[src/hw/pet_cfg.svh]
// Bus widths and screen geometry; values are fixed here, so a smaller screen needs an edit
`ifndef PET_CFG_SVH
`define PET_CFG_SVH

// Wishbone and SRAM address width, covers 128 KB
`define PET_WB_ADDR_WIDTH 17

// Data bus width of the SRAM and both controllers
`define PET_DATA_WIDTH 8

// First byte of screen RAM
`define PET_VIDEO_BASE 'h8000

// 80 x 25 characters before the fetch index wraps
`define PET_VIDEO_CHARS 2000

// SRAM access length in system clock cycles
`define PET_RAM_CYCLES 2

`endif
[src/hw/pet_pkg.sv]
// State types shared by the bus controllers, the arbiter and the RAM bridge; no parameters here
package pet_pkg;

    // Wishbone controller sequence, used by host_bridge and video_fetch
    typedef enum logic [1:0] {
        WB_IDLE,
        WB_REQUEST,     // Strobe held until stall drops
        WB_WAIT_ACK     // Accepted, cycle held until ack
    } wb_ctl_state_e;

    // Current owner of the shared bus
    typedef enum logic [1:0] {
        GRANT_NONE,
        GRANT_VIDEO,
        GRANT_HOST
    } grant_e;

    // SRAM bridge sequence
    typedef enum logic [1:0] {
        RAM_IDLE,
        RAM_ACCESS,     // OE or WE driven to the SRAM
        RAM_ACK
    } ram_state_e;

endpackage

[src/hw/bus_main.sv]
// Memory bus core top; SRAM data pins are split in and out, tristate is left to the pad ring
`timescale 1ns/1ps
`include "pet_cfg.svh"

module bus_main (
    input  logic                          sys_clock_i,     // 64 MHz
    input  logic                          sys_reset_ni,

    // Host requests from the SPI front end
    input  logic                          host_valid_i,
    output logic                          host_ready_o,
    input  logic                          host_we_i,
    input  logic [`PET_WB_ADDR_WIDTH-1:0] host_addr_i,
    input  logic [   `PET_DATA_WIDTH-1:0] host_wdata_i,
    output logic [   `PET_DATA_WIDTH-1:0] host_rdata_o,
    output logic                          host_done_o,

    output logic [   `PET_DATA_WIDTH-1:0] video_char_o,
    output logic                          video_valid_o,
    output logic                          cpu_grant_o,

    // SRAM
    output logic [`PET_WB_ADDR_WIDTH-1:0] ram_addr_o,
    input  logic [   `PET_DATA_WIDTH-1:0] ram_data_i,
    output logic [   `PET_DATA_WIDTH-1:0] ram_data_o,
    output logic                          ram_data_oe_o,
    output logic                          ram_oe_o,
    output logic                          ram_we_o
);
    logic clk8_en;
    logic clk1_en;

    // Shared bus, ack and read data fan out to both controllers
    logic [`PET_WB_ADDR_WIDTH-1:0] wb_addr;
    logic [   `PET_DATA_WIDTH-1:0] wb_dout;     // Controller to RAM
    logic [   `PET_DATA_WIDTH-1:0] wb_din;      // RAM to controllers
    logic                          wb_we;
    logic                          wb_cycle;
    logic                          wb_strobe;
    logic                          wb_stall;
    logic                          wb_ack;

    logic [`PET_WB_ADDR_WIDTH-1:0] host_addr;
    logic [   `PET_DATA_WIDTH-1:0] host_dout;
    logic                          host_we;
    logic                          host_cycle;
    logic                          host_strobe;
    logic                          host_stall;

    logic [`PET_WB_ADDR_WIDTH-1:0] video_addr;
    logic                          video_cycle;
    logic                          video_strobe;
    logic                          video_stall;

    timing i_timing (
        .sys_clock_i (sys_clock_i),
        .sys_reset_ni(sys_reset_ni),
        .clk16_en_o  (),                // Pixel rate, for the shifter outside this core
        .clk8_en_o   (clk8_en),
        .clk1_en_o   (clk1_en)
    );

    host_bridge i_host_bridge (
        .sys_clock_i (sys_clock_i),
        .sys_reset_ni(sys_reset_ni),
        .host_valid_i(host_valid_i),
        .host_ready_o(host_ready_o),
        .host_we_i   (host_we_i),
        .host_addr_i (host_addr_i),
        .host_wdata_i(host_wdata_i),
        .host_rdata_o(host_rdata_o),
        .host_done_o (host_done_o),
        .wb_addr_o   (host_addr),
        .wb_data_o   (host_dout),
        .wb_data_i   (wb_din),
        .wb_we_o     (host_we),
        .wb_cycle_o  (host_cycle),
        .wb_strobe_o (host_strobe),
        .wb_stall_i  (host_stall),
        .wb_ack_i    (wb_ack)
    );

    video_fetch i_video_fetch (
        .sys_clock_i  (sys_clock_i),
        .sys_reset_ni (sys_reset_ni),
        .clk1_en_i    (clk1_en),
        .wb_addr_o    (video_addr),
        .wb_data_i    (wb_din),
        .wb_cycle_o   (video_cycle),
        .wb_strobe_o  (video_strobe),
        .wb_stall_i   (video_stall),
        .wb_ack_i     (wb_ack),
        .video_char_o (video_char_o),
        .video_valid_o(video_valid_o)
    );

    arbiter i_arbiter (
        .sys_clock_i   (sys_clock_i),
        .sys_reset_ni  (sys_reset_ni),
        .clk8_en_i     (clk8_en),
        .host_addr_i   (host_addr),
        .host_data_i   (host_dout),
        .host_we_i     (host_we),
        .host_cycle_i  (host_cycle),
        .host_strobe_i (host_strobe),
        .host_stall_o  (host_stall),
        .video_addr_i  (video_addr),
        .video_cycle_i (video_cycle),
        .video_strobe_i(video_strobe),
        .video_stall_o (video_stall),
        .wb_addr_o     (wb_addr),
        .wb_data_o     (wb_dout),
        .wb_we_o       (wb_we),
        .wb_cycle_o    (wb_cycle),
        .wb_strobe_o   (wb_strobe),
        .wb_stall_i    (wb_stall),
        .wb_ack_i      (wb_ack),
        .cpu_grant_o   (cpu_grant_o)
    );

    ram i_ram (
        .sys_clock_i  (sys_clock_i),
        .sys_reset_ni (sys_reset_ni),
        .wb_addr_i    (wb_addr),
        .wb_data_i    (wb_dout),
        .wb_data_o    (wb_din),
        .wb_we_i      (wb_we),
        .wb_cycle_i   (wb_cycle),
        .wb_strobe_i  (wb_strobe),
        .wb_stall_o   (wb_stall),
        .wb_ack_o     (wb_ack),
        .ram_addr_o   (ram_addr_o),
        .ram_data_i   (ram_data_i),
        .ram_data_o   (ram_data_o),
        .ram_data_oe_o(ram_data_oe_o),
        .ram_oe_o     (ram_oe_o),
        .ram_we_o     (ram_we_o)
    );

endmodule

[src/hw/ram.sv]
// Wishbone to async SRAM bridge; fixed access length, one transaction in flight
`timescale 1ns/1ps
`include "pet_cfg.svh"

module ram (
    input  logic                          sys_clock_i,
    input  logic                          sys_reset_ni,

    // Wishbone target
    input  logic [`PET_WB_ADDR_WIDTH-1:0] wb_addr_i,
    input  logic [   `PET_DATA_WIDTH-1:0] wb_data_i,
    output logic [   `PET_DATA_WIDTH-1:0] wb_data_o,
    input  logic                          wb_we_i,
    input  logic                          wb_cycle_i,
    input  logic                          wb_strobe_i,
    output logic                          wb_stall_o,
    output logic                          wb_ack_o,

    // SRAM pins
    output logic [`PET_WB_ADDR_WIDTH-1:0] ram_addr_o,
    input  logic [   `PET_DATA_WIDTH-1:0] ram_data_i,
    output logic [   `PET_DATA_WIDTH-1:0] ram_data_o,
    output logic                          ram_data_oe_o,
    output logic                          ram_oe_o,
    output logic                          ram_we_o
);
    localparam int CNT_W = $clog2(`PET_RAM_CYCLES + 1);

    pet_pkg::ram_state_e state;

    logic [CNT_W-1:0] access_cnt;
    logic             we_r;
    logic             accept;
    logic             last_access;

    assign accept      = wb_cycle_i && wb_strobe_i && (state == pet_pkg::RAM_IDLE);
    assign last_access = (state == pet_pkg::RAM_ACCESS)
                         && (access_cnt == CNT_W'(`PET_RAM_CYCLES - 1));

    always_ff @(posedge sys_clock_i or negedge sys_reset_ni) begin
        if (!sys_reset_ni) begin
            state      <= pet_pkg::RAM_IDLE;
            access_cnt <= '0;
        end else begin
            case (state)
                pet_pkg::RAM_IDLE: begin
                    if (accept) begin
                        state      <= pet_pkg::RAM_ACCESS;
                        access_cnt <= '0;
                    end
                end
                pet_pkg::RAM_ACCESS: begin
                    if (last_access) state <= pet_pkg::RAM_ACK;
                    access_cnt <= access_cnt + 1'b1;
                end
                default: state <= pet_pkg::RAM_IDLE;  // Ack lasts one cycle
            endcase
        end
    end

    always_ff @(posedge sys_clock_i) begin
        if (accept) begin
            ram_addr_o <= wb_addr_i;
            ram_data_o <= wb_data_i;
            we_r       <= wb_we_i;
        end
        if (last_access) wb_data_o <= ram_data_i;   // SRAM output settled by now
    end

    assign ram_oe_o      = (state == pet_pkg::RAM_ACCESS) && !we_r;
    assign ram_we_o      = (state == pet_pkg::RAM_ACCESS) && we_r;
    assign ram_data_oe_o = ram_we_o;
    assign wb_stall_o    = (state != pet_pkg::RAM_IDLE);
    assign wb_ack_o      = (state == pet_pkg::RAM_ACK);

endmodule

[src/hw/arbiter.sv]
// Two-controller Wishbone arbiter; video has priority and no grant starts on a CPU slot
`timescale 1ns/1ps
`include "pet_cfg.svh"

module arbiter (
    input  logic                          sys_clock_i,
    input  logic                          sys_reset_ni,
    input  logic                          clk8_en_i,

    // Host controller
    input  logic [`PET_WB_ADDR_WIDTH-1:0] host_addr_i,
    input  logic [   `PET_DATA_WIDTH-1:0] host_data_i,
    input  logic                          host_we_i,
    input  logic                          host_cycle_i,
    input  logic                          host_strobe_i,
    output logic                          host_stall_o,

    // Video controller
    input  logic [`PET_WB_ADDR_WIDTH-1:0] video_addr_i,
    input  logic                          video_cycle_i,
    input  logic                          video_strobe_i,
    output logic                          video_stall_o,

    // Shared bus to the RAM bridge
    output logic [`PET_WB_ADDR_WIDTH-1:0] wb_addr_o,
    output logic [   `PET_DATA_WIDTH-1:0] wb_data_o,
    output logic                          wb_we_o,
    output logic                          wb_cycle_o,
    output logic                          wb_strobe_o,
    input  logic                          wb_stall_i,
    input  logic                          wb_ack_i,

    output logic                          cpu_grant_o
);
    pet_pkg::grant_e grant;

    always_ff @(posedge sys_clock_i or negedge sys_reset_ni) begin
        if (!sys_reset_ni) begin
            grant <= pet_pkg::GRANT_NONE;
        end else if (grant == pet_pkg::GRANT_NONE) begin
            if (!clk8_en_i) begin
                if (video_cycle_i) begin
                    grant <= pet_pkg::GRANT_VIDEO;     // Video wins a tie
                end else if (host_cycle_i) begin
                    grant <= pet_pkg::GRANT_HOST;
                end
            end
        end else if (wb_ack_i) begin
            grant <= pet_pkg::GRANT_NONE;              // Free again next cycle
        end
    end

    always_comb begin
        wb_addr_o   = host_addr_i;
        wb_data_o   = host_data_i;
        wb_we_o     = 1'b0;
        wb_cycle_o  = 1'b0;
        wb_strobe_o = 1'b0;
        case (grant)
            pet_pkg::GRANT_VIDEO: begin
                wb_addr_o   = video_addr_i;
                wb_cycle_o  = video_cycle_i;
                wb_strobe_o = video_strobe_i;
            end
            pet_pkg::GRANT_HOST: begin
                wb_we_o     = host_we_i;
                wb_cycle_o  = host_cycle_i;
                wb_strobe_o = host_strobe_i;
            end
            default: ;
        endcase
    end

    // Non-owners see a stalled bus
    assign video_stall_o = (grant == pet_pkg::GRANT_VIDEO) ? wb_stall_i : 1'b1;
    assign host_stall_o  = (grant == pet_pkg::GRANT_HOST)  ? wb_stall_i : 1'b1;

    assign cpu_grant_o = clk8_en_i && (grant == pet_pkg::GRANT_NONE);

endmodule

[src/hw/video_fetch.sv]
// Screen character reader; a tick arriving mid-fetch is dropped and the index holds
`timescale 1ns/1ps
`include "pet_cfg.svh"

module video_fetch (
    input  logic                          sys_clock_i,
    input  logic                          sys_reset_ni,
    input  logic                          clk1_en_i,        // Character tick

    // Wishbone controller, read only
    output logic [`PET_WB_ADDR_WIDTH-1:0] wb_addr_o,
    input  logic [   `PET_DATA_WIDTH-1:0] wb_data_i,
    output logic                          wb_cycle_o,
    output logic                          wb_strobe_o,
    input  logic                          wb_stall_i,
    input  logic                          wb_ack_i,

    output logic [   `PET_DATA_WIDTH-1:0] video_char_o,
    output logic                          video_valid_o
);
    localparam int AW    = `PET_WB_ADDR_WIDTH;
    localparam int IDX_W = $clog2(`PET_VIDEO_CHARS);

    pet_pkg::wb_ctl_state_e state;

    logic [IDX_W-1:0] char_idx;    // Position on screen
    logic             fetch_done;

    assign fetch_done = (state == pet_pkg::WB_WAIT_ACK) && wb_ack_i;

    always_ff @(posedge sys_clock_i or negedge sys_reset_ni) begin
        if (!sys_reset_ni) begin
            state         <= pet_pkg::WB_IDLE;
            char_idx      <= '0;
            video_valid_o <= 1'b0;
        end else begin
            video_valid_o <= fetch_done;
            case (state)
                pet_pkg::WB_IDLE: begin
                    if (clk1_en_i) state <= pet_pkg::WB_REQUEST;
                end
                pet_pkg::WB_REQUEST: begin
                    if (!wb_stall_i) state <= pet_pkg::WB_WAIT_ACK;
                end
                pet_pkg::WB_WAIT_ACK: begin
                    if (wb_ack_i) state <= pet_pkg::WB_IDLE;
                end
                default: state <= pet_pkg::WB_IDLE;
            endcase

            // Advance only on completed fetches
            if (fetch_done) begin
                if (char_idx == IDX_W'(`PET_VIDEO_CHARS - 1)) begin
                    char_idx <= '0;
                end else begin
                    char_idx <= char_idx + 1'b1;
                end
            end
        end
    end

    always_ff @(posedge sys_clock_i) begin
        if (fetch_done) video_char_o <= wb_data_i;
    end

    // Index only moves on ack, so the address is steady for the whole cycle
    assign wb_addr_o   = AW'(`PET_VIDEO_BASE) + AW'(char_idx);
    assign wb_cycle_o  = (state != pet_pkg::WB_IDLE);
    assign wb_strobe_o = (state == pet_pkg::WB_REQUEST);

endmodule

[src/hw/host_bridge.sv]
// Host request port to Wishbone; one transaction at a time, new requests wait on host_ready_o
`timescale 1ns/1ps
`include "pet_cfg.svh"

module host_bridge (
    input  logic                          sys_clock_i,
    input  logic                          sys_reset_ni,

    // Host side
    input  logic                          host_valid_i,
    output logic                          host_ready_o,
    input  logic                          host_we_i,
    input  logic [`PET_WB_ADDR_WIDTH-1:0] host_addr_i,
    input  logic [   `PET_DATA_WIDTH-1:0] host_wdata_i,
    output logic [   `PET_DATA_WIDTH-1:0] host_rdata_o,
    output logic                          host_done_o,

    // Wishbone controller
    output logic [`PET_WB_ADDR_WIDTH-1:0] wb_addr_o,
    output logic [   `PET_DATA_WIDTH-1:0] wb_data_o,
    input  logic [   `PET_DATA_WIDTH-1:0] wb_data_i,
    output logic                          wb_we_o,
    output logic                          wb_cycle_o,
    output logic                          wb_strobe_o,
    input  logic                          wb_stall_i,
    input  logic                          wb_ack_i
);
    pet_pkg::wb_ctl_state_e state;

    logic accept;

    assign host_ready_o = (state == pet_pkg::WB_IDLE) && !host_done_o;
    assign accept       = host_valid_i && host_ready_o;

    always_ff @(posedge sys_clock_i or negedge sys_reset_ni) begin
        if (!sys_reset_ni) begin
            state       <= pet_pkg::WB_IDLE;
            host_done_o <= 1'b0;
        end else begin
            host_done_o <= 1'b0;
            case (state)
                pet_pkg::WB_IDLE: begin
                    if (accept) state <= pet_pkg::WB_REQUEST;
                end
                pet_pkg::WB_REQUEST: begin
                    if (!wb_stall_i) state <= pet_pkg::WB_WAIT_ACK;   // Accept cycle
                end
                pet_pkg::WB_WAIT_ACK: begin
                    if (wb_ack_i) begin
                        state       <= pet_pkg::WB_IDLE;
                        host_done_o <= 1'b1;
                    end
                end
                default: state <= pet_pkg::WB_IDLE;
            endcase
        end
    end

    // Request and read data registers
    always_ff @(posedge sys_clock_i) begin
        if (accept) begin
            wb_addr_o <= host_addr_i;
            wb_data_o <= host_wdata_i;
            wb_we_o   <= host_we_i;
        end
        if (state == pet_pkg::WB_WAIT_ACK && wb_ack_i) host_rdata_o <= wb_data_i;
    end

    assign wb_cycle_o  = (state != pet_pkg::WB_IDLE);
    assign wb_strobe_o = (state == pet_pkg::WB_REQUEST);

endmodule

[src/hw/timing.sv]
// Clock enables for a 64 MHz system clock only; enables are single-cycle and in phase with reset
`timescale 1ns/1ps

module timing (
    input  logic sys_clock_i,
    input  logic sys_reset_ni,
    output logic clk16_en_o,    // One cycle in 4
    output logic clk8_en_o,     // One cycle in 8, CPU slot
    output logic clk1_en_o      // One cycle in 64, character rate
);
    logic [5:0] div_cnt;

    always_ff @(posedge sys_clock_i or negedge sys_reset_ni) begin
        if (!sys_reset_ni) begin
            div_cnt <= '0;
        end else begin
            div_cnt <= div_cnt + 6'd1;  // Free running, wraps every 64
        end
    end

    // All-ones terms put the first pulse in cycles 4, 8 and 64 after reset
    assign clk16_en_o = &div_cnt[1:0];
    assign clk8_en_o  = &div_cnt[2:0];
    assign clk1_en_o  = &div_cnt;

endmodule

[config.mk]
export PLATFORM = sky130hd
export DESIGN_NAME = bus_main
export DESIGN_NICKNAME = d
export VERILOG_FILES = /design/src/hw/pet_pkg.sv /design/src/hw/bus_main.sv /design/src/hw/ram.sv /design/src/hw/arbiter.sv /design/src/hw/video_fetch.sv /design/src/hw/host_bridge.sv /design/src/hw/timing.sv
export VERILOG_INCLUDE_DIRS = /design/src /design/src/hw
export SDC_FILE = /design/constraint.sdc
export NUM_CORES = 1
export LEC_CHECK = 0
export ABC_AREA = 0
export BUFFER_PORTS_ARGS = -buffer_cell sky130_fd_sc_hd__clkbuf_2
export CAP_MARGIN = 20
export CORE_MARGIN = 2
export CORE_UTILIZATION = 59
export DETAILED_ROUTE_END_ITERATION = 10
export PLACE_DENSITY = 0.85
export SYNTH_ARGS = -nofsm -noshare
export SYNTH_HDL_FRONTEND = slang
export SYNTH_HIERARCHICAL = 1
export SYNTH_SLANG_ARGS = --single-unit
export TNS_END_PERCENT = 100
[constraint.sdc]
create_clock -name sys_clock_i -period 6.49 [get_ports sys_clock_i]
set_input_delay 0.3245 -clock sys_clock_i [delete_from_list [all_inputs] [get_ports sys_clock_i]]
set_output_delay 0.3245 -clock sys_clock_i [all_outputs]
set_load 0.03 [all_outputs]
======== Word level (Yosys, flattened, before mapping) ========
Index checks and enable logic that the tools add are counted.
Widths: inputs -> output; s select.
operators by class
  $add $sub $neg .......................... 4
  eq/ne operators ......................... 20
  reduce and logical (&&, ||, !) cells .... 28
  mux-type cells .......................... 24
operator list
  kind                    count
  $mux 2                  12
  $add 16x11->17 const A  1
  $mux 17                 1
  $pmux 2 s3              2
  $reduce_and 3->1        4
  $add 11x1->11 const B   1
  $eq 11x11->1 const B    1
  $mux 11                 1
  $eq 2x1->1 const B      5
  $logic_and 1x1->1       10
  $ne 2x2->1 const B      5
  $reduce_bool 2->1       5
  $eq 2x2->1 const B      4
  $logic_not 2->1         4
  $ne 2x1->1 const B      4
  $pmux 2 s2              2
  $add 6x1->6 const B     1
  $reduce_and 6->1        1
  $mux 1                  4
  $pmux 1 s2              2
  $reduce_and 2->1        2
  $ne 3x1->1 const B      1
  $add 2x1->2 const B     1
  $logic_not 1->1         2
storage, ports and cells
  register bits after elaboration ......... 105
  output and inout bits ................... 48
  word-level logic and storage cells ...... 94
  input port bits ......................... 37

======== Depth between registers and ports, before layout ========
Gate-level depths: netlist of the first run.
  depth after elaboration ................. 6
  gate-level depth with buffers ........... 6
  mapped depth without buffers ............ 6

======== Cells and area by module ========
The synthesis of the first run kept the hierarchy.
modules (own cells, without submodules)
  module       sequential area each (µm²)  instances  cells each  area each (µm²)
  ram          1121.1                      1          62          1262.5
  host_bridge  1096.1                      1          47          1182.4
  video_fetch  590.6                       1          88          1056.0
  arbiter      50.0                        1          52          533.0
  timing       150.1                       1          17          234.0

======== Worst setup path after synthesis of the first run ========
Ideal clock, no wire load.
  path type ............................... reg-to-reg
  from .................................... reg i_arbiter.grant[0]
  to ...................................... reg i_ram.ram_addr_o[0], enable pin
  clock period less this slack ............ 2.511 ns
  cell stages (with the launch flop) ...... 7
  setup time .............................. 0.409 ns
  arrival ................................. 2.102 ns
  data required time ...................... 6.081 ns
  setup slack ............................. 3.979 ns
  path buffers ............................ 0
  path through ............................ dfrtp_1 > inv_1 > ha_1 > a22oi_1 > nor2b_1 > nand2_1 > nor2_1
on the way
  longest elaborated chain between the ends .. 4
  elaborated cells on any way between the ends .. 6
  those cells by class .................... eq/ne (2); mux (2); reduce/logical (2)
ends and longest elaborated chain
  item                                      line            text
  start, declared                           arbiter.sv:35   pet_pkg::grant_e grant;
  start signal, assigned                    arbiter.sv:39   grant <= pet_pkg::GRANT_NONE;
  start signal, assigned                    arbiter.sv:43   grant <= pet_pkg::GRANT_VIDEO;
  start signal, assigned                    arbiter.sv:45   grant <= pet_pkg::GRANT_HOST;
  $eq 2x2->1 or $eq 2x1->1 (tied branches)  arbiter.sv:59   case (grant)
  $pmux 1 s2 *                              arbiter.sv:59
  named net wb_strobe                       bus_main.sv:39  logic wb_strobe;
  $logic_and 1x1->1 * (2 in series)         ram.sv:36       assign accept = wb_cycle_i && wb_strobe_i && (state == pet_pkg::RAM_IDLE);
  named net i_ram.accept                    ram.sv:33       logic accept;
  end signal, assigned                      ram.sv:63       ram_addr_o <= wb_addr_i;
  end, declared                             ram.sv:20       output logic [`PET_WB_ADDR_WIDTH-1:0] ram_addr_o,
The timed path passes the listed nets; every way through them passes the cells marked *.
A chain may end at the register's enable or synchronous reset.

======== Worst setup path after layout of the first run ========
  from .................................... reg i_ram.state[1]
  to ...................................... reg i_video_fetch.char_idx[10]
on the way
  longest elaborated chain between the ends .. 2
ends and longest elaborated chain
  item                                line               text
  start, declared                     ram.sv:29          pet_pkg::ram_state_e state;
  start signal, assigned              ram.sv:42          state <= pet_pkg::RAM_IDLE;
  start signal, assigned              ram.sv:48          state <= pet_pkg::RAM_ACCESS;
  start signal, assigned              ram.sv:53          if (last_access) state <= pet_pkg::RAM_ACK;
  $eq 2x2->1                          ram.sv:74          assign wb_ack_o = (state == pet_pkg::RAM_ACK);
  named net wb_ack                    bus_main.sv:41     logic wb_ack;
  $logic_and 1x1->1                   video_fetch.sv:29  assign fetch_done = (state == pet_pkg::WB_WAIT_ACK) && wb_ack_i;
  named net i_video_fetch.fetch_done  video_fetch.sv:27  logic fetch_done;
  end signal, assigned                video_fetch.sv:56  char_idx <= char_idx + 1'b1;
  end, declared                       video_fetch.sv:26  logic [IDX_W-1:0] char_idx;
The timed path passes the listed nets, and every way through them passes these cells.

==> results_dict.tcl, run 1 <==
set metrics [dict create \
    status "complete, no violations" \
    ys_types 49 \
    finalSetupViolCount 0 \
    relSlewSlack 0.3305 \
    ant_nets 0 \
    irDropWorstVdd_mv 0.1878 \
    die-area_mm2 0.007930 \
    synth_area_leaders "edfxtp_1 (53%), dfrtp_1 (17%), mux2_4 (3.5%)" \
    grt_pass1_vias 2237 \
    seq_area_frac_synth 0.7048 \
    first_pass_iters 4 \
    crit_chain "nor2b_1 -> nand3b_4 -> inv_2 -> nand2_4 -> o31ai_1 -> o311ai_0" \
    wire_per_inst_um 15.78 \
    fin_nets 393 \
    synth_top_area_frac 0.5347 \
    end_kind "flop" \
    grt_max_degree 30 \
    cts_hold_buffers 0 \
    rows 31 \
    arrival_ns 2.31 \
    portBuffers 84 \
    num_vias 2306 \
    post-place-cells 436 \
    worst_path_largest_cell_delay_ns 0.52 \
    worstReg2RegStart "i_ram/state[1]$_DFFE_PN0P_" \
    rsz0062_at_grt "no" \
    whs_ns 0.01065 \
    area_delta_synth_final_pct 14.48 \
    async_reset_ff_frac 0.2762 \
    synth_cells 266 \
    critPathMaxFanout 16 \
    final_cells 452 \
    cts-resized-gates 0 \
    fin_skew_ns 0.01207 \
    fin_crit_sh 0.3235 \
    cts_made_buffers 9 \
    power.density_mw_per_mm2 300.0 \
    route.detailed.drc 0 \
    drt_wl_total_mm 7.132 \
    critical_path_class "reg2reg" \
    finalCriticalPeriod_ns 2.099 \
    cts_tree "done" \
    synth_edf_count 76 \
    yosysWarnings 6 \
    final_cell_mix "clkbuf_2 (84), edfxtp_1 (76), dfrtp_1 (29)" \
    hold_viol 0 \
    dieWidth_um 89.05 \
    setup_ws_ns 4.391 \
    path_clk_slew_ns 0.10 \
    final_common_cell "clkbuf_2" \
    cts_max_level 3 \
    slowest_stage "nor2b_1" \
    grt_overflow 0 \
    grt_pass1_wl_mm 10.98 \
    cts_setup_buffers 0 \
    yosys_most_used_dff "edfxtp_1" \
    drv_slew 0 \
    p_total_mw 1.466 \
    clkLatencyLatePin_ns 0.36 \
    place_ws_ns 4.388 \
    tns_ns 0 \
    start_kind "flop" \
    clockRootBuffer "clkbuf_8" \
    dp_hpwl_mm 4.974 \
    cts_max_path_buffers 2 \
    via_per_inst 5.102 \
    grt_util_all_layers 0.1905 \
    reg2reg_to "i_video_fetch/char_idx[10]$_DFFE_PN0P_" \
    p_leak_nw 2.102 \
    worst_slew_pin_slew_ns 1.004 \
    hold_path.class "in2async" \
    gp_congestion 0.8141 \
    antenna_cells 0 \
    crit_required_ns 6.70 \
    r2r_slack_ns 4.39 \
    synth_area_mm2 0.004268 \
    synth-seq-cells 105 \
    syn_area_per_cell_um2 16.04 \
    initial_utilization 0.5980 \
    fmax_ghz 0.4763 \
    synth_top_area_cell "edfxtp_1" \
    drtIter0Drc 131 \
    maxCapViolCount 0 \
    antenna_found_initial 0 \
    core_area_mm2 0.007137 \
    cts.sinks 105 \
    ioPinCount 85 \
    die_h_um 89.05 \
    ff2ff_path_depth 6 \
    drive_gt1_frac 0.3768 \
]
synth_stat cells (all sizes together) (4+ instances only):
cell,number
a21o,5
buf,19
dfrtp,29
edfxtp,76
ha,8
inv,9
mux2,17
nand2,13
nand2b,6
nand3,6
nand3b,4
nand4,4
nor2,15
nor2b,9
xnor2,7
through the flow:
stage               utilization  instance area, µm²
finish                   0.6846                4886
global route             0.6846                4886
CTS                      0.6846                4886
detailed placement       0.6569                4688
global placement         0.6569                4688
floorplan                     -                4283
metal layers:
layer | up-vias | share of wire | track usage
met5 | - | 0 | 0
met4 | 0 | 0.014 | 0.06649
met3 | 9 | 0.058 | 0.06556
met2 | 60 | 0.52 | 0.3148
met1 | 1136 | 0.41 | 0.2363
li1 | 1101 | - | -
critical path: cells and delay by family, from the launching register on:
family                 cells  cell delay, ns
and+or+nand+nor            3            0.80
DFF                        1            0.44
AOI/OAI and AO/OA          2            0.39
buffers and inverters      1            0.32
worst max path at each step:
stage	startpoint	endpoint	slack (ns)	cells past startpoint
2_1_floorplan	i_arbiter/grant[0]$_DFFE_PN0P_	i_ram/ram_addr_o[0]$_DFFE_PP_	3.98	6
3_3_place_gp	i_arbiter/grant[1]$_DFFE_PN0P_	i_ram/ram_addr_o[13]$_DFFE_PP_	4.48	3
3_5_place_dp	i_ram/state[1]$_DFFE_PN0P_	i_video_fetch/char_idx[10]$_DFFE_PN0P_	4.39	6
4_1_cts	i_ram/state[1]$_DFFE_PN0P_	i_video_fetch/char_idx[10]$_DFFE_PN0P_	4.40	6
5_1_grt	i_ram/state[1]$_DFFE_PN0P_	i_video_fetch/char_idx[10]$_DFFE_PN0P_	4.10	6
6_report	i_ram/state[1]$_DFFE_PN0P_	i_video_fetch/char_idx[10]$_DFFE_PN0P_	4.39	6
registers in the layout (all words and copies together) (netlist names):
register,count
i_host_bridge/state,2
i_ram/we_r,1
i_video_fetch/video_char_o,8
i_host_bridge/wb_addr_o,17
i_video_fetch/video_valid_o,1
i_timing/div_cnt,6
i_ram/state,2
i_ram/ram_addr_o,17
i_video_fetch/state,2
i_host_bridge/host_done_o,1
i_video_fetch/char_idx,11
i_ram/access_cnt,2
i_host_bridge/wb_data_o,8
i_host_bridge/wb_we_o,1
i_ram/ram_data_o,8
i_host_bridge/host_rdata_o,8
i_arbiter/grant,2
i_ram/wb_data_o,8
final cells by class:
class | count | area [µm²]
multi-input combinational | 137 | 1087
clock inverter | 4 | 52.55
inverter | 9 | 33.78
fill | 519 | 2251
timing repair buffer | 86 | 435.4
sequential | 105 | 3008
clock buffer | 12 | 145.1
tap | 99 | 123.9
cells by family after synthesis:
group	synth area share
other cells	0.001760
fa+ha+maj	0.02345
xor+xnor	0.01642
mux	0.06069
compound gates	0.03371
flops	0.7048
simple gates	0.1146
buf+inv	0.04456
where the power goes:
group / switching, mW / internal, mW
sequential: 0.0347 / 0.804
combinational: 0.135 / 0.0960
clock: 0.206 / 0.189
total: 0.377 / 1.09
(Power assumes the default switching activity.)
==> run 2: changes to the inputs <==
- ABC_AREA: 0 -> 1
- CORE_UTILIZATION: 59 -> 54
- PLACE_DENSITY: 0.85 -> 0.78
- clock period: 6.49 -> 2.05 ns (I/O delays scaled with it)
==> results_dict.tcl, run 2 <==
set metrics [dict create \
    cts_made_buffers 9 \
    fin_crit_sh 0.8587 \
    die-area_mm2 0.008659 \
    synth_area_mm2 0.004283 \
    end_kind "flop" \
    finalSetupViolCount 0 \
    reg.largest.list "i_host_bridge/wb_addr_o x17, i_ram/ram_addr_o x17, i_video_fetch/char_idx x11" \
    cts.sinks 105 \
    synth_top_area_cell "edfxtp_1" \
    maxCapViolCount 0 \
    intPower_mw 3.243 \
    drv_slew 0 \
    synth_cells 322 \
    p_leak_nw 2.327 \
    fin_skew_ns 0.01187 \
    grt_pass1_wl_mm 11.90 \
    yosysWarnings 6 \
    async_reset_ff_frac 0.2762 \
    synth_top_area_frac 0.5329 \
    area_delta_synth_final_pct 23.52 \
    hold_viol 0 \
    gp_congestion 0.8297 \
    die_h_um 93.06 \
    crit_required_ns 2.11 \
    yosys.area_share.simple 0.1280 \
    place_ws_ns 0.3133 \
    syn_area_per_cell_um2 13.30 \
    cts-resized-gates 0 \
    power.density_mw_per_mm2 835.4 \
    slowest_stage "dfrtp_1" \
    worst_path_largest_cell_delay_ns 0.42 \
    ys_types 31 \
    crit_chain "inv_1 -> ha_1 -> nand2_1 -> a21oi_1 -> nand2_1 -> inv_1 -> nand2_1 -> inv_1 -> buf_12" \
    setup_ws_ns 0.2896 \
    core_area_mm2 0.007687 \
    p_seq_frac 0.587 \
    post-place-cells 500 \
    status "complete, no violations" \
    synth_top_cells_by_count "edfxtp_1 (76), nand2_1 (57), inv_1 (39)" \
    first_pass_iters 4 \
    final_cell_mix "clkbuf_2 (84), edfxtp_1 (76), nand2_1 (57)" \
    synthMuxAreaShare 0.05346 \
    antenna_cells 0 \
    initial_utilization 0.5571 \
    synth.most_common_cell "edfxtp_1" \
    drt_wl_total_mm 7.341 \
    via_per_inst 4.726 \
    synth-seq-cells 105 \
    synth_xor_area_frac 0.006135 \
    rsz0062_at_grt "no" \
    p_total_mw 4.420 \
    final_common_cell "clkbuf_2" \
    irDropWorstVdd_mv 0.4190 \
    grt_pass1_vias 2579 \
    clkLatencyLatePin_ns 0.36 \
    cts_hold_buffers 36 \
    ioPinCount 85 \
    rows 32 \
    num_vias 2604 \
    synth_compound_area_frac 0.01548 \
    dp_hpwl_mm 4.887 \
    drive_gt1_frac 0.3007 \
    antenna_found_initial 0 \
    dieWidth_um 93.06 \
    cts_tree "done" \
    seq_area_frac_synth 0.7023 \
    arrival_ns 1.83 \
    grt_overflow 0 \
    switching_share 0.2663 \
    route.detailed.drc 0 \
    fillers 543 \
    portBuffers 84 \
    synth_top_family_by_area "simple AND/OR/NAND/NOR gates" \
    switching_power_mw 1.177 \
    grt_max_degree 30 \
    cts_max_path_buffers 2 \
    start_kind "flop" \
    final_cells 551 \
    path_clk_slew_ns 0.10 \
    synth_edf_count 76 \
    finalCriticalPeriod_ns 1.760 \
    grt_util_all_layers 0.1839 \
    cts_setup_buffers 0 \
    synthAdderAreaFrac 0.02337 \
    drtIter0Drc 141 \
    worst_slew_pin_slew_ns 0.7313 \
    synth_area_leaders "edfxtp_1 (53%), dfrtp_1 (17%), nand2_1 (5.0%)" \
    clockRootBuffer "clkbuf_8" \
    ant_nets 0 \
    yosys_most_used_dff "edfxtp_1" \
    hold_path.class "in2async" \
    fin_nets 490 \
    tns_ns 0 \
    combPwrFrac 0.155 \
    cts_max_level 3 \
    critical_path_class "reg2reg" \
    fmax_ghz 0.5681 \
    relSlewSlack 0.5125 \
    critPathMaxFanout 26 \
    wire_per_inst_um 13.32 \
    power.share.clock 0.258 \
]
[run 2: cell types whose count changed in the layout (fill, tap and decap cells not counted), sizes merged, moves of 5 or more]
cell	before	now
xnor2	7	1
nor2	15	30
dlygate4sd3	0	36
a21o	5	0
inv	9	42
nor2b	9	0
nand2b	6	0
nand3	6	22
nand2	13	58
[run 2: cells by family after synthesis]
family / after synthesis
compound gates: 11
simple gates: 118
xor+xnor: 3
mux: 17
fa+ha+maj: 8
other cells: 2
buf+inv: 58
flops: 105
[run 2: worst paths after layout]
kind / endpoint / cells past startpoint / from / slack [ns]
max: i_ram/ram_addr_o[7]$_DFFE_PP_ / 9 / i_arbiter/grant[0]$_DFFE_PN0P_ / 0.29
min: i_video_fetch/char_idx[0]$_DFFE_PN0P_ / 2 / sys_reset_ni / 0.33
max in group asynchronous: i_arbiter/grant[1]$_DFFE_PN0P_ / 2 / sys_reset_ni / 1.25
max reg2reg: i_ram/ram_addr_o[7]$_DFFE_PP_ / 9 / i_arbiter/grant[0]$_DFFE_PN0P_ / 0.29
min in group sys_clock_i: i_ram/ram_data_o[7]$_DFFE_PP_ / 0 / i_host_bridge/wb_data_o[7]$_DFFE_PP_ / 0.43
min reg2reg: i_ram/ram_data_o[7]$_DFFE_PP_ / 0 / i_host_bridge/wb_data_o[7]$_DFFE_PP_ / 0.43
[run 2: cell type report]
class	instances	area, µm²	area share
Sequential cell	105	3008	0.5686
Multi-Input combinational cell	163	992.2	0.1876
Timing Repair Buffer	125	830.8	0.1570
Inverter	41	153.9	0.02909
Tap cell	102	127.6	0.02412
Clock buffer	9	123.9	0.02342
Clock inverter	6	53.80	0.01017
[run 2: power by group through the flow]
stage | clock [mW] | sequential (mW) | combinational, mW
final | 1.14 | 2.59 | 0.683
after global routing | 1.26 | 2.62 | 0.766
after CTS | 1.18 | 2.60 | 0.692
after detailed placement | 0 | 2.65 | 0.636
after global placement | 0 | 2.63 | 0.611
after floorplan | 0 | 2.64 | 0.474
[run 2: metal layers]
layer / vias to the layer above / routed length [µm] / GRT usage
met5: - / 0 / 0
met4: 0 / 146 / 0.07230
met3: 11 / 229 / 0.04271
li1: 1306 / - / -
met2: 43 / 3835 / 0.3152
met1: 1244 / 3129 / 0.2278
[run 2: per-stage QoR]
step,hold slack [ns],instance area (µm²),utilization
6_report,0.3278,5290,0.6882
4_1_cts,0.3399,5290,0.6882
2_1_floorplan,-0.1931,4298,-
5_1_grt,0.3756,5290,0.6882
3_5_place_dp,0.2075,4752,0.6182
3_3_place_gp,0.2008,4752,0.6182
[run 2: worst max-delay path: cells and delay by family (launching register included)]
kind | cells | cell delay, ns
buffers and inverters | 4 | 0.45
AOI/OAI and AO/OA | 1 | 0.14
and+or+nand+nor | 3 | 0.22
adders and majority gates | 1 | 0.21
DFF | 1 | 0.42
==> run 3: changes to the inputs <==
- ABC_AREA: 1 -> 0
==> results_dict.tcl, run 3 (synthesis gave the netlist of run 1 again) <==
set metrics [dict create \
    fillers 538 \
    reg.largest.list "i_host_bridge/wb_addr_o x17, i_ram/ram_addr_o x17, i_video_fetch/char_idx x11" \
    wire_per_inst_um 14.13 \
    cts.sinks 105 \
    regArea_mm2 0.003008 \
    die-area_mm2 0.008630 \
    drv_slew 0 \
    finalSetupViolCount 0 \
    combPwrFrac 0.173 \
    cts_max_path_buffers 2 \
    clkLatencyLatePin_ns 0.36 \
    power.density_mw_per_mm2 876.7 \
    clockRootBuffer "clkbuf_8" \
    dieWidth_um 92.90 \
    postPlaceCellArea_mm2 0.004767 \
    finalCriticalPeriod_ns 1.773 \
    antenna_cells 0 \
    min_from "host_valid_i" \
    status "complete, no violations" \
    switching_power_mw 1.172 \
    fin_crit_sh 0.8648 \
    post-place-cells 445 \
    initial_utilization 0.5552 \
    gp_congestion 0.7895 \
    fin_nets 434 \
    cts_tree "done" \
    p_leak_nw 2.285 \
    relSlewSlack 0.5212 \
    area_delta_synth_final_pct 24.16 \
    num_vias 2400 \
    worst_slew_pin_slew_ns 0.7182 \
    path_clk_slew_ns 0.09 \
    critPathMaxFanout 26 \
    final_cell_area_mm2 0.005299 \
    cts-resized-gates 0 \
    ioPinCount 85 \
    worstReg2RegStart "i_arbiter/grant[0]$_DFFE_PN0P_" \
    grt_pass1_wl_mm 11.32 \
    fin_skew_ns 0.007172 \
    power.share.clock 0.257 \
    p_total_mw 4.646 \
    grt_util_all_layers 0.1756 \
    hold_viol 0 \
    p_seq_frac 0.570 \
    grt_overflow 0 \
    final_cells 496 \
    via_per_inst 4.839 \
    tns_ns 0 \
    portBuffers 84 \
    core_area_mm2 0.007687 \
    fmax_ghz 0.5641 \
    final_cell_mix "clkbuf_2 (84), edfxtp_1 (76), dlygate4sd3_1 (35)" \
    drtIter0Drc 108 \
    switching_share 0.2522 \
    whs_ns 0.2867 \
    intPower_mw 3.474 \
    arrival_ns 1.84 \
    end_kind "flop" \
    die_h_um 92.90 \
    cts_made_buffers 9 \
    first_pass_iters 4 \
    hold_path.class "in2reg" \
    rows 32 \
    crit_required_ns 2.12 \
    multi_input_area_mm2 0.001092 \
    rsz0062_at_grt "no" \
    irDropWorstVdd_mv 0.4364 \
    worstSetupStartpoint "i_arbiter/grant[0]$_DFFE_PN0P_" \
    critical_path_class "reg2reg" \
    drt_wl_total_mm 7.008 \
    final_common_cell "clkbuf_2" \
    start_kind "flop" \
    ant_nets 0 \
    cts_max_level 3 \
    drive_gt1_frac 0.3477 \
    route.detailed.drc 0 \
    maxCapViolCount 0 \
    grt_pass1_vias 2397 \
    antenna_found_initial 0 \
    dp_hpwl_mm 4.752 \
    grt_max_degree 30 \
]
## run 3: cell types whose count changed in the layout (fill, tap and decap cells not counted), sizes merged, moves of 5 or more
| cell | change |
|---|---|
| nand2b | +6 |
| nand2 | -45 |
| xnor2 | +6 |
| inv | -33 |
| nor2 | -15 |
| a21o | +5 |
| nand3 | -16 |
| nor2b | +9 |
## run 3: cell type report
type	count	area share
Clock buffer	13	0.02621
Clock inverter	3	0.008028
Inverter	9	0.006375
Multi-Input combinational cell	137	0.2061
Sequential cell	105	0.5676
Tap cell	102	0.02408
Timing Repair Buffer	127	0.1615
## run 3: critical path: stages (launching register included)
cell and delay, ns:
dfrtp_1 0.42, inv_1 0.11, ha_1 0.21, a22oi_1 0.11, nor2b_1 0.19, nand2_1 0.12
nor2_4 0.11, buf_12 0.19
## run 3: power groups by stage
stage | clock [mW] | combinational (mW) | sequential, mW
after floorplan | 0 | 0.538 | 2.72
after global placement | 0 | 0.729 | 2.68
after detailed placement | 0 | 0.754 | 2.70
after CTS | 1.23 | 0.815 | 2.65
after global routing | 1.31 | 0.893 | 2.67
final | 1.20 | 0.804 | 2.65
## run 3: worst paths after layout
check	end	depth (start not counted)	slack, ns
setup / recovery	i_ram/ram_addr_o[9]$_DFFE_PP_	7	0.28
hold / removal	i_host_bridge/wb_addr_o[9]$_DFFE_PP_	3	0.29
setup reg to reg	i_ram/ram_addr_o[9]$_DFFE_PP_	7	0.28
hold reg to reg	i_ram/ram_data_o[3]$_DFFE_PP_	0	0.43
max in group asynchronous	i_video_fetch/char_idx[2]$_DFFE_PN0P_	2	1.26
min in group asynchronous	i_ram/access_cnt[0]$_DFFE_PN0P_	2	0.32
## run 3: stage by stage
step	utilization	worst slack (ns)
final	0.6893	0.2772
after global routing	0.6893	0.07534
after CTS	0.6893	0.2754
after detailed placement	0.6201	0.2936
after global placement	0.6201	0.3661
after floorplan	-	0.07274
## run 3: per-layer routing
metal	up-vias	GRT usage	part of all wire
met5	-	0	0
met4	0	0.07843	0.019
met3	12	0.04150	0.037
met2	49	0.2989	0.51
met1	1158	0.2135	0.43
li1	1181	-	-
## run 3: repair_timing
item,CTS,global route
hold buffers,35,0
hold endpoints to repair,63,0
buffers inserted,0,0
